[src/hw/bmc_pkg.sv]
package bmc_pkg;

  localparam int ADDR_W = 16;
  localparam int DATA_W = 16;

  typedef logic [ADDR_W-1:0] addr_t;
  typedef logic [DATA_W-1:0] data_t;

  // each slave owns one 16 word window, decoded on the bits above the offset
  localparam addr_t SYSCONF_BASE = 16'h0000;
  localparam addr_t IRQC_BASE    = 16'h0100;
  localparam addr_t BUSMON_BASE  = 16'h0200;
  localparam int    WINDOW_WORDS = 16;
  localparam int    OFF_W        = $clog2(WINDOW_WORDS);

  typedef logic [OFF_W-1:0] off_t;

  localparam int NUM_SLAVES  = 3;
  localparam int SLV_SYSCONF = 0;
  localparam int SLV_IRQC    = 1;
  localparam int SLV_BUSMON  = 2;

  localparam off_t REG_BOARD_ID   = 4'd0;
  localparam off_t REG_REVISION   = 4'd1;
  localparam off_t REG_CONFIG     = 4'd2;
  localparam off_t REG_IRQ_STATUS = 4'd0;
  localparam off_t REG_IRQ_MASK   = 4'd1;
  localparam off_t REG_BM_ADDR    = 4'd0;
  localparam off_t REG_BM_INFO    = 4'd1;

  localparam data_t BOARD_ID = 16'h0b3c;
  localparam data_t REVISION = 16'h0102;

  // a single master still needs a one bit id
  function automatic int id_width(int num_masters);
    return (num_masters > 1) ? $clog2(num_masters) : 1;
  endfunction

endpackage

[src/hw/wbm_arbiter.sv]
`timescale 1ns/1ps

module wbm_arbiter #(
  parameter int NUM_MASTERS = 2
) (
  input  logic                                  gclk40,
  input  logic                                  hard_reset,
  input  logic             [NUM_MASTERS-1:0]    m_cyc_i,
  input  logic             [NUM_MASTERS-1:0]    m_stb_i,
  input  logic             [NUM_MASTERS-1:0]    m_we_i,
  input  bmc_pkg::addr_t   [NUM_MASTERS-1:0]    m_adr_i,
  input  bmc_pkg::data_t   [NUM_MASTERS-1:0]    m_dat_i,
  output bmc_pkg::data_t                        m_dat_o,
  output logic             [NUM_MASTERS-1:0]    m_ack_o,
  output logic             [NUM_MASTERS-1:0]    m_err_o,
  output logic                                  bus_cyc_o,
  output logic                                  bus_stb_o,
  output logic                                  bus_we_o,
  output bmc_pkg::addr_t                        bus_adr_o,
  output bmc_pkg::data_t                        bus_dat_o,
  output logic [bmc_pkg::id_width(NUM_MASTERS)-1:0] bus_id_o,
  input  bmc_pkg::data_t                        bus_dat_i,
  input  logic                                  bus_ack_i,
  input  logic                                  bus_err_i
);

  localparam int ID_W = bmc_pkg::id_width(NUM_MASTERS);

  logic            busy_q;
  logic [ID_W-1:0] owner_q;
  logic [ID_W-1:0] next_owner;
  logic            req_any;

  // fixed priority, the lowest numbered requester wins
  always_comb begin
    req_any    = 1'b0;
    next_owner = '0;
    for (int i = NUM_MASTERS - 1; i >= 0; i--) begin
      if (m_cyc_i[i] && m_stb_i[i]) begin
        req_any    = 1'b1;
        next_owner = ID_W'(i);
      end
    end
  end

  always_ff @(posedge gclk40) begin
    if (hard_reset) begin
      busy_q  <= 1'b0;
      owner_q <= '0;
    end else if (!busy_q) begin
      if (req_any) begin
        busy_q  <= 1'b1;
        owner_q <= next_owner;
      end
    end else if (bus_ack_i || bus_err_i || !m_cyc_i[owner_q]) begin
      busy_q <= 1'b0; // cycle finished or the owner gave up
    end
  end

  assign bus_cyc_o = busy_q && m_cyc_i[owner_q];
  assign bus_stb_o = busy_q && m_stb_i[owner_q];
  assign bus_we_o  = m_we_i[owner_q];
  assign bus_adr_o = m_adr_i[owner_q];
  assign bus_dat_o = m_dat_i[owner_q];
  assign bus_id_o  = owner_q;
  assign m_dat_o   = bus_dat_i; // read data is shared, only the owner gets an ack

  always_comb begin
    m_ack_o = '0;
    m_err_o = '0;
    if (busy_q) begin
      m_ack_o[owner_q] = bus_ack_i;
      m_err_o[owner_q] = bus_err_i;
    end
  end

  // the decoder and the slaves must never answer a cycle both ways
  a_ack_err_excl: assert property (@(posedge gclk40) disable iff (hard_reset)
    !(bus_ack_i && bus_err_i));

  // a granted master holds its address and direction until it is answered
  a_req_stable: assert property (@(posedge gclk40) disable iff (hard_reset)
    busy_q && bus_stb_o && !(bus_ack_i || bus_err_i) |=>
      $stable(bus_adr_o) && $stable(bus_we_o));

endmodule

[src/hw/wbs_decoder.sv]
`timescale 1ns/1ps

module wbs_decoder #(
  parameter int NUM_MASTERS = 2
) (
  input  logic                                      gclk40,
  input  logic                                      hard_reset,
  input  logic                                      bus_cyc_i,
  input  logic                                      bus_stb_i,
  input  logic                                      bus_we_i,
  input  bmc_pkg::addr_t                            bus_adr_i,
  input  bmc_pkg::data_t                            bus_dat_i,
  input  logic [bmc_pkg::id_width(NUM_MASTERS)-1:0] bus_id_i,
  output bmc_pkg::data_t                            bus_dat_o,
  output logic                                      bus_ack_o,
  output logic                                      bus_err_o,
  output logic [bmc_pkg::NUM_SLAVES-1:0]            s_sel_o,
  output bmc_pkg::off_t                             s_off_o,
  output logic                                      s_we_o,
  output bmc_pkg::data_t                            s_dat_o,
  input  bmc_pkg::data_t [bmc_pkg::NUM_SLAVES-1:0]  s_dat_i,
  input  logic [bmc_pkg::NUM_SLAVES-1:0]            s_ack_i,
  output logic                                      viol_o,
  output bmc_pkg::addr_t                            viol_adr_o,
  output logic [bmc_pkg::id_width(NUM_MASTERS)-1:0] viol_id_o,
  output logic                                      viol_we_o
);

  localparam int HI = bmc_pkg::ADDR_W - 1;
  localparam int LO = bmc_pkg::OFF_W;

  logic                           access;
  logic [bmc_pkg::NUM_SLAVES-1:0] hit;

  assign access = bus_cyc_i && bus_stb_i;

  // window match on the bits above the offset
  always_comb begin
    hit = '0;
    hit[bmc_pkg::SLV_SYSCONF] = bus_adr_i[HI:LO] == bmc_pkg::SYSCONF_BASE[HI:LO];
    hit[bmc_pkg::SLV_IRQC]    = bus_adr_i[HI:LO] == bmc_pkg::IRQC_BASE[HI:LO];
    hit[bmc_pkg::SLV_BUSMON]  = bus_adr_i[HI:LO] == bmc_pkg::BUSMON_BASE[HI:LO];
  end

  assign s_sel_o = access ? hit : '0;
  assign s_off_o = bus_adr_i[LO-1:0];
  assign s_we_o  = bus_we_i;
  assign s_dat_o = bus_dat_i;

  // an unmapped strobe is refused at once
  assign viol_o     = access && (hit == '0);
  assign viol_adr_o = bus_adr_i;
  assign viol_id_o  = bus_id_i;
  assign viol_we_o  = bus_we_i;
  assign bus_err_o  = viol_o;

  always_comb begin
    bus_dat_o = '0;
    for (int i = 0; i < bmc_pkg::NUM_SLAVES; i++) begin
      if (s_sel_o[i]) begin
        bus_dat_o = bus_dat_o | s_dat_i[i];
      end
    end
  end

  assign bus_ack_o = |(s_sel_o & s_ack_i);

  // a slave may answer only while the decoder selects it
  a_ack_selected: assert property (@(posedge gclk40) disable iff (hard_reset)
    (s_ack_i & ~s_sel_o) == '0);

endmodule

[src/hw/sys_config.sv]
`timescale 1ns/1ps

module sys_config (
  input  logic           gclk40,
  input  logic           hard_reset,
  input  logic           sel_i,
  input  bmc_pkg::off_t  off_i,
  input  logic           we_i,
  input  bmc_pkg::data_t dat_i,
  output bmc_pkg::data_t dat_o,
  output logic           ack_o,
  output logic [7:0]     sys_config_o
);

  logic [7:0]     config_q;
  logic           start;
  bmc_pkg::data_t rdata;

  // the access is taken once, in the first select cycle
  assign start = sel_i && !ack_o;

  always_comb begin
    case (off_i)
      bmc_pkg::REG_BOARD_ID: rdata = bmc_pkg::BOARD_ID;
      bmc_pkg::REG_REVISION: rdata = bmc_pkg::REVISION;
      bmc_pkg::REG_CONFIG:   rdata = {8'h00, config_q};
      default:               rdata = '0;
    endcase
  end

  always_ff @(posedge gclk40) begin
    if (hard_reset) begin
      ack_o    <= 1'b0;
      config_q <= '0;
    end else begin
      ack_o <= start;
      if (start && we_i && off_i == bmc_pkg::REG_CONFIG) begin
        config_q <= dat_i[7:0]; // only the low byte exists
      end
    end
  end

  always_ff @(posedge gclk40) begin
    if (start) begin
      dat_o <= rdata;
    end
  end

  assign sys_config_o = config_q;

endmodule

[src/hw/irq_controller.sv]
`timescale 1ns/1ps

module irq_controller #(
  parameter int NUM_IRQ_SOURCES = 2
) (
  input  logic                       gclk40,
  input  logic                       hard_reset,
  input  logic                       sel_i,
  input  bmc_pkg::off_t              off_i,
  input  logic                       we_i,
  input  bmc_pkg::data_t             dat_i,
  input  logic [NUM_IRQ_SOURCES-1:0] irq_src_i,
  output bmc_pkg::data_t             dat_o,
  output logic                       ack_o,
  output logic                       irq_o
);

  logic [NUM_IRQ_SOURCES-1:0] status_q;
  logic [NUM_IRQ_SOURCES-1:0] mask_q;
  logic [NUM_IRQ_SOURCES-1:0] clr;
  logic                       wr;
  bmc_pkg::data_t             rdata;

  assign wr  = sel_i && !ack_o && we_i;
  assign clr = (wr && off_i == bmc_pkg::REG_IRQ_STATUS) ? dat_i[NUM_IRQ_SOURCES-1:0] : '0;

  always_ff @(posedge gclk40) begin
    if (hard_reset) begin
      ack_o    <= 1'b0;
      status_q <= '0;
      mask_q   <= '0;
    end else begin
      ack_o    <= sel_i && !ack_o;
      status_q <= (status_q & ~clr) | irq_src_i; // a new pulse beats a clear on the same edge
      if (wr && off_i == bmc_pkg::REG_IRQ_MASK) begin
        mask_q <= dat_i[NUM_IRQ_SOURCES-1:0];
      end
    end
  end

  always_comb begin
    case (off_i)
      bmc_pkg::REG_IRQ_STATUS: rdata = bmc_pkg::data_t'(status_q);
      bmc_pkg::REG_IRQ_MASK:   rdata = bmc_pkg::data_t'(mask_q);
      default:                 rdata = '0;
    endcase
  end

  always_ff @(posedge gclk40) begin
    if (sel_i && !ack_o) begin
      dat_o <= rdata;
    end
  end

  // level output, held until software clears the status bit
  assign irq_o = |(status_q & mask_q);

endmodule

[src/hw/bus_monitor.sv]
`timescale 1ns/1ps

module bus_monitor #(
  parameter int NUM_MASTERS = 2
) (
  input  logic                                      gclk40,
  input  logic                                      hard_reset,
  input  logic                                      sel_i,
  input  bmc_pkg::off_t                             off_i,
  input  logic                                      we_i,
  input  logic                                      viol_i,
  input  bmc_pkg::addr_t                            viol_adr_i,
  input  logic [bmc_pkg::id_width(NUM_MASTERS)-1:0] viol_id_i,
  input  logic                                      viol_we_i,
  output bmc_pkg::data_t                            dat_o,
  output logic                                      ack_o,
  output logic                                      memv_o
);

  localparam int ID_W = bmc_pkg::id_width(NUM_MASTERS);

  bmc_pkg::addr_t  adr_q;
  logic [ID_W-1:0] id_q;
  logic            we_q;
  logic            valid_q;
  bmc_pkg::data_t  info;

  // captured fields of the last refused access
  always_ff @(posedge gclk40) begin
    if (viol_i) begin
      adr_q <= viol_adr_i;
      id_q  <= viol_id_i;
      we_q  <= viol_we_i;
    end
  end

  always_ff @(posedge gclk40) begin
    if (hard_reset) begin
      ack_o   <= 1'b0;
      valid_q <= 1'b0;
      memv_o  <= 1'b0;
    end else begin
      ack_o  <= sel_i && !ack_o;
      memv_o <= viol_i;
      if (viol_i) begin
        valid_q <= 1'b1;
      end else if (sel_i && !ack_o && we_i && off_i == bmc_pkg::REG_BM_INFO) begin
        valid_q <= 1'b0; // any write acknowledges the capture
      end
    end
  end

  always_comb begin
    info           = '0;
    info[15]       = valid_q;
    info[8]        = we_q;
    info[ID_W-1:0] = id_q;
  end

  always_ff @(posedge gclk40) begin
    if (sel_i && !ack_o) begin
      case (off_i)
        bmc_pkg::REG_BM_ADDR: dat_o <= adr_q;
        bmc_pkg::REG_BM_INFO: dat_o <= info;
        default:              dat_o <= '0;
      endcase
    end
  end

endmodule

[src/hw/debouncer.sv]
`timescale 1ns/1ps

module debouncer #(
  parameter int DEBOUNCE_CYCLES = 16
) (
  input  logic gclk40,
  input  logic hard_reset,
  input  logic switch_i,
  output logic debounced_o,
  output logic pulse_o
);

  localparam int CNT_W = (DEBOUNCE_CYCLES > 1) ? $clog2(DEBOUNCE_CYCLES) : 1;
  localparam logic [CNT_W-1:0] CNT_MAX = CNT_W'(DEBOUNCE_CYCLES - 1);

  logic [1:0]       sync_q; // two flop synchronizer for the raw switch
  logic             prev_q;
  logic [CNT_W-1:0] cnt_q;
  logic             level_d;

  always_ff @(posedge gclk40) begin
    if (hard_reset) begin
      sync_q      <= '0;
      prev_q      <= 1'b0;
      cnt_q       <= '0;
      debounced_o <= 1'b0;
      level_d     <= 1'b0;
    end else begin
      sync_q  <= {sync_q[0], switch_i};
      prev_q  <= sync_q[1];
      level_d <= debounced_o;
      if (sync_q[1] != prev_q) begin
        cnt_q <= '0; // any bounce starts the wait again
      end else if (cnt_q != CNT_MAX) begin
        cnt_q <= cnt_q + 1'b1;
      end else begin
        debounced_o <= sync_q[1];
      end
    end
  end

  assign pulse_o = debounced_o && !level_d;

endmodule

[src/hw/bmc_top.sv]
`timescale 1ns/1ps

module bmc_top #(
  parameter int NUM_MASTERS     = 2,
  parameter int DEBOUNCE_CYCLES = 16,
  parameter int NUM_IRQ_SOURCES = 2
) (
  input  logic                           gclk40,
  input  logic                           hard_reset,
  input  logic           [NUM_MASTERS-1:0] m_cyc_i,
  input  logic           [NUM_MASTERS-1:0] m_stb_i,
  input  logic           [NUM_MASTERS-1:0] m_we_i,
  input  bmc_pkg::addr_t [NUM_MASTERS-1:0] m_adr_i,
  input  bmc_pkg::data_t [NUM_MASTERS-1:0] m_dat_i,
  output bmc_pkg::data_t                 m_dat_o,
  output logic           [NUM_MASTERS-1:0] m_ack_o,
  output logic           [NUM_MASTERS-1:0] m_err_o,
  input  logic                           chs_powerdown_n_i,
  output logic                           irq_o,
  output logic [7:0]                     sys_config_o
);

  localparam int ID_W = bmc_pkg::id_width(NUM_MASTERS);

  logic                      bus_cyc, bus_stb, bus_we, bus_ack, bus_err;
  bmc_pkg::addr_t            bus_adr;
  bmc_pkg::data_t            bus_dat_w, bus_dat_r;
  logic [ID_W-1:0]           bus_id;

  logic [bmc_pkg::NUM_SLAVES-1:0]           s_sel, s_ack;
  bmc_pkg::off_t                            s_off;
  logic                                     s_we;
  bmc_pkg::data_t                           s_dat_w;
  bmc_pkg::data_t [bmc_pkg::NUM_SLAVES-1:0] s_dat_r;

  logic            viol, viol_we, memv;
  bmc_pkg::addr_t  viol_adr;
  logic [ID_W-1:0] viol_id;

  logic                       btn_pulse;
  logic [NUM_IRQ_SOURCES-1:0] irq_src;

  wbm_arbiter #(.NUM_MASTERS(NUM_MASTERS)) u_wbm_arbiter (
    .gclk40, .hard_reset,
    .m_cyc_i, .m_stb_i, .m_we_i, .m_adr_i, .m_dat_i,
    .m_dat_o, .m_ack_o, .m_err_o,
    .bus_cyc_o(bus_cyc), .bus_stb_o(bus_stb), .bus_we_o(bus_we),
    .bus_adr_o(bus_adr), .bus_dat_o(bus_dat_w), .bus_id_o(bus_id),
    .bus_dat_i(bus_dat_r), .bus_ack_i(bus_ack), .bus_err_i(bus_err)
  );

  wbs_decoder #(.NUM_MASTERS(NUM_MASTERS)) u_wbs_decoder (
    .gclk40, .hard_reset,
    .bus_cyc_i(bus_cyc), .bus_stb_i(bus_stb), .bus_we_i(bus_we),
    .bus_adr_i(bus_adr), .bus_dat_i(bus_dat_w), .bus_id_i(bus_id),
    .bus_dat_o(bus_dat_r), .bus_ack_o(bus_ack), .bus_err_o(bus_err),
    .s_sel_o(s_sel), .s_off_o(s_off), .s_we_o(s_we), .s_dat_o(s_dat_w),
    .s_dat_i(s_dat_r), .s_ack_i(s_ack),
    .viol_o(viol), .viol_adr_o(viol_adr), .viol_id_o(viol_id), .viol_we_o(viol_we)
  );

  sys_config u_sys_config (
    .gclk40, .hard_reset,
    .sel_i(s_sel[bmc_pkg::SLV_SYSCONF]), .off_i(s_off), .we_i(s_we), .dat_i(s_dat_w),
    .dat_o(s_dat_r[bmc_pkg::SLV_SYSCONF]), .ack_o(s_ack[bmc_pkg::SLV_SYSCONF]),
    .sys_config_o
  );

  // button press on source 0, refused bus access on source 1
  always_comb begin
    irq_src    = '0;
    irq_src[0] = btn_pulse;
    irq_src[1] = memv;
  end

  irq_controller #(.NUM_IRQ_SOURCES(NUM_IRQ_SOURCES)) u_irq_controller (
    .gclk40, .hard_reset,
    .sel_i(s_sel[bmc_pkg::SLV_IRQC]), .off_i(s_off), .we_i(s_we), .dat_i(s_dat_w),
    .irq_src_i(irq_src),
    .dat_o(s_dat_r[bmc_pkg::SLV_IRQC]), .ack_o(s_ack[bmc_pkg::SLV_IRQC]),
    .irq_o
  );

  bus_monitor #(.NUM_MASTERS(NUM_MASTERS)) u_bus_monitor (
    .gclk40, .hard_reset,
    .sel_i(s_sel[bmc_pkg::SLV_BUSMON]), .off_i(s_off), .we_i(s_we),
    .viol_i(viol), .viol_adr_i(viol_adr), .viol_id_i(viol_id), .viol_we_i(viol_we),
    .dat_o(s_dat_r[bmc_pkg::SLV_BUSMON]), .ack_o(s_ack[bmc_pkg::SLV_BUSMON]),
    .memv_o(memv)
  );

  debouncer #(.DEBOUNCE_CYCLES(DEBOUNCE_CYCLES)) u_debouncer (
    .gclk40, .hard_reset,
    .switch_i(!chs_powerdown_n_i), // the chassis button pulls low when pressed
    .debounced_o(),
    .pulse_o(btn_pulse)
  );

endmodule

[config.mk]
export PLATFORM = sky130hd
export DESIGN_NAME = bmc_top
export DESIGN_NICKNAME = d
export VERILOG_FILES = /design/src/hw/bmc_pkg.sv /design/src/hw/wbm_arbiter.sv /design/src/hw/wbs_decoder.sv /design/src/hw/sys_config.sv /design/src/hw/irq_controller.sv /design/src/hw/bus_monitor.sv /design/src/hw/debouncer.sv /design/src/hw/bmc_top.sv
export SDC_FILE = /design/constraint.sdc
export NUM_CORES = 1
export LEC_CHECK = 0
export BUFFER_PORTS_ARGS = -buffer_cell sky130_fd_sc_hd__buf_2
export CAP_MARGIN = 5
export CORE_MARGIN = 1.5
export CORE_UTILIZATION = 56
export CTS_CLUSTER_DIAMETER = 50
export DETAILED_ROUTE_END_ITERATION = 8
export PLACE_DENSITY = 0.89
export SYNTH_ARGS = -nofsm -noshare
export SYNTH_HDL_FRONTEND = slang
export SYNTH_SLANG_ARGS = --single-unit
[constraint.sdc]
create_clock -name gclk40 -period 4.1 [get_ports gclk40]
set_input_delay 0.82 -clock gclk40 [delete_from_list [all_inputs] [get_ports gclk40]]
set_output_delay 0.82 -clock gclk40 [all_outputs]
set_load 0.01 [all_outputs]
==> flow_summary.json <==
{
  "status": "finished, final reports clean",
  "crit_path_start_kind": "register",
  "cts_tree": "done",
  "slew_headroom": 0.492,
  "die_h_um": 82.2,
  "synthArstFlopShare": 0,
  "synth_most_common_cell": "edfxtp_1",
  "cts_hold_buf": 0,
  "synth_common_cells": "edfxtp_1, dfxtp_1, nand2_1",
  "min_path_type": "reg2reg",
  "grtUsageTotal": 0.242,
  "numClockSinks": 74,
  "synth_fp_nets": 374,
  "yosysWarnings": 0,
  "hold_violations": 0,
  "holdPathStages": 1,
  "via_per_inst": 5.76,
  "areaGrowthSynthToFinish_pct": 19.0,
  "initial_utilization": 0.586,
  "ys_ff_latch": 74,
  "fillers": 435,
  "numCtsBuffers": 9,
  "fmax_ghz": 0.281,
  "synth_compound_area_frac": 0.136,
  "max_slew.worst_pin.slew_ns": 0.758,
  "drive_gt1_frac": 0.344,
  "syn_inst": 300,
  "grt_max_degree": 28,
  "synth_adder_area_share": 0.00356,
  "nets": 461,
  "dieArea_um2": 6760,
  "fp.dieW_um": 82.2,
  "synthXorXnorAreaFrac": 0.00499,
  "drt-wirelength-per-cell_um": 16.5,
  "cp.required_ns": 3.28,
  "ios": 102,
  "dr_total_vias": 2689,
  "grt_pass1_vias": 2538,
  "dpl.hpwl_um": 5450,
  "synth_mux_area_frac": 0.0986,
  "antenna_found_initial": 0,
  "reg2regPathDepth": 6,
  "clk_latency_ns": 0.34,
  "syn-cell-area_um2": 3510,
  "finalCoreUtilization": 0.698,
  "core-area_um2": 5990,
  "htree_levels": 3,
  "setup_tns_ns": 0,
  "drv_slew": 0,
  "rows": 28,
  "drc": 0,
  "end_kind": "primary output",
  "synthSimpleGateAreaFrac": 0.170,
  "synthTopCellsByArea": "edfxtp_1, dfxtp_1, mux2_2",
  "power_density_nw_per_um2": 359,
  "synth_edf_count": 46,
  "yosys_most_used_dff": "edfxtp_1",
  "post_cts_buffers": 0,
  "vdd_ir_drop_max_uv": 234,
  "worstPathArrival_ns": 2.74,
  "finClkSkew_ns": 0.00822,
  "first_pass_iters": 4,
  "min_period_ns": 3.56,
  "finalSetupViolations": 0,
  "yosysTopAreaCellShare": 0.393,
  "grt_pass1_wl_um": 11900,
  "cts_root_buffer": "clkbuf_8",
  "cts_resized": 0,
  "gr-total-overflow": 0,
  "drt_iter0_drc": 139,
  "hold_ws_ns": 0.438,
  "yosysUniqueCellTypes": 55,
  "post-route-period-util": 0.868,
  "cap_violations": 0,
  "antenna_left": 0,
  "clock_path_buffers": 2,
  "rsz0062_at_grt": "no",
  "power.leakage_nw": 1.62,
  "antennaDiodeCount": 0,
  "routed_wl_um": 7700,
  "synth_area_per_cell_um2": 11.7,
  "yosysSeqAreaShare": 0.553,
  "crit_fanout": 19,
  "synth_top_family_by_area": "simple AND/OR/NAND/NOR gates",
  "clk_pin_slew_ns": 0.08,
  "yosysTopAreaCell": "edfxtp_1",
  "place_congestion": 0.877,
  "worst-setup-path-type": "reg2out",
  "portBuffers": 85
}
==> cells by family after synthesis <==
kind of cell             Yosys count
XOR/XNOR                           2
multiplexers                      31
flip-flops                        74
adder cells (fa/ha/maj)            1
AO/OA/AOI/OAI                     62
buffers and inverters             23
AND/OR/NAND/NOR                  107
==> per-layer routing <==
metal	part of all wire	up-vias	track usage
met5	0	-	0
met4	0.021	0	0.108
met3	0.054	16	0.0604
met2	0.51	98	0.410
met1	0.41	1289	0.289
li1	-	1286	-
==> state kept, by name, summed over array words and instances, names as in the netlist, 2 cells and up <==
register / flops
u_irq_controller.status_q: 2
u_irq_controller.dat_o: 2
u_irq_controller.mask_q: 2
u_bus_monitor.adr_q: 16
u_debouncer.cnt_q: 4
u_debouncer.sync_q: 2
u_sys_config.dat_o: 10
u_bus_monitor.dat_o: 16
u_sys_config.sys_config_o: 8
==> worst paths after layout <==
path	from	end	slack, ns
hold / removal	u_debouncer.sync_q[0]	u_debouncer.sync_q[1]	0.44
setup / recovery	u_wbm_arbiter.bus_id_o	m_dat_o[8]	0.54
hold reg to reg	u_debouncer.sync_q[0]	u_debouncer.sync_q[1]	0.44
setup reg to reg	u_wbm_arbiter.bus_id_o	u_sys_config.sys_config_o[3]	1.12
==> critical path: stages (launching register included) <==
cell and delay [ns]:
dfxtp_2 0.64, nor4b_1 0.36, nand3_2 0.27, a211o_1 0.42, nor2_4 0.34, a22o_1 0.22, buf_2 0.14
==> stage by stage <==
stage	instance area [um^2]	setup slack [ns]	power, mW	instances
after floorplan	3510	1.02	0.911	300
after global routing	4180	0.234	1.55	467
after global placement	3980	0.621	0.956	451
after CTS	4180	0.536	1.51	467
final	4180	0.542	1.50	467
after detailed placement	3980	0.618	0.961	451
==> placed cells by master (no fill, tap or decap), drive strengths merged, types with 4 or more instances in the layout <==
cell    Yosys  layout
a21o        4       4
a21oi      15      15
a22o       10      10
a311oi      8       8
a31oi       9       9
and2       20      20
buf         8      89
clkbuf      5      13
dfxtp      28      28
edfxtp     46      46
inv         9      11
mux2       16      16
mux2i      15      15
nand2      26      26
nand3       6       6
nor2       24      24
nor2b       7       7
nor3       10      10
nor4        4       4
==> power breakdown <==
group	internal, mW	leakage (nW)	total (mW)	switching [mW]
Sequential	0.800	0.606	0.812	0.0118
Clock	0.290	0.105	0.555	0.265
Combinational	0.0594	0.913	0.135	0.0754
==> final cells by class <==
class	instances	area (um^2)	area share
Multi-Input combinational cell	203	1450	0.347
Timing Repair Buffer	89	455	0.109
Sequential cell	74	1940	0.465
Clock inverter	3	17.5	0.00419
Tap cell	75	93.8	0.0224
Clock buffer	13	180	0.0431
Inverter	10	37.5	0.00898
(Power assumes the default switching activity.)
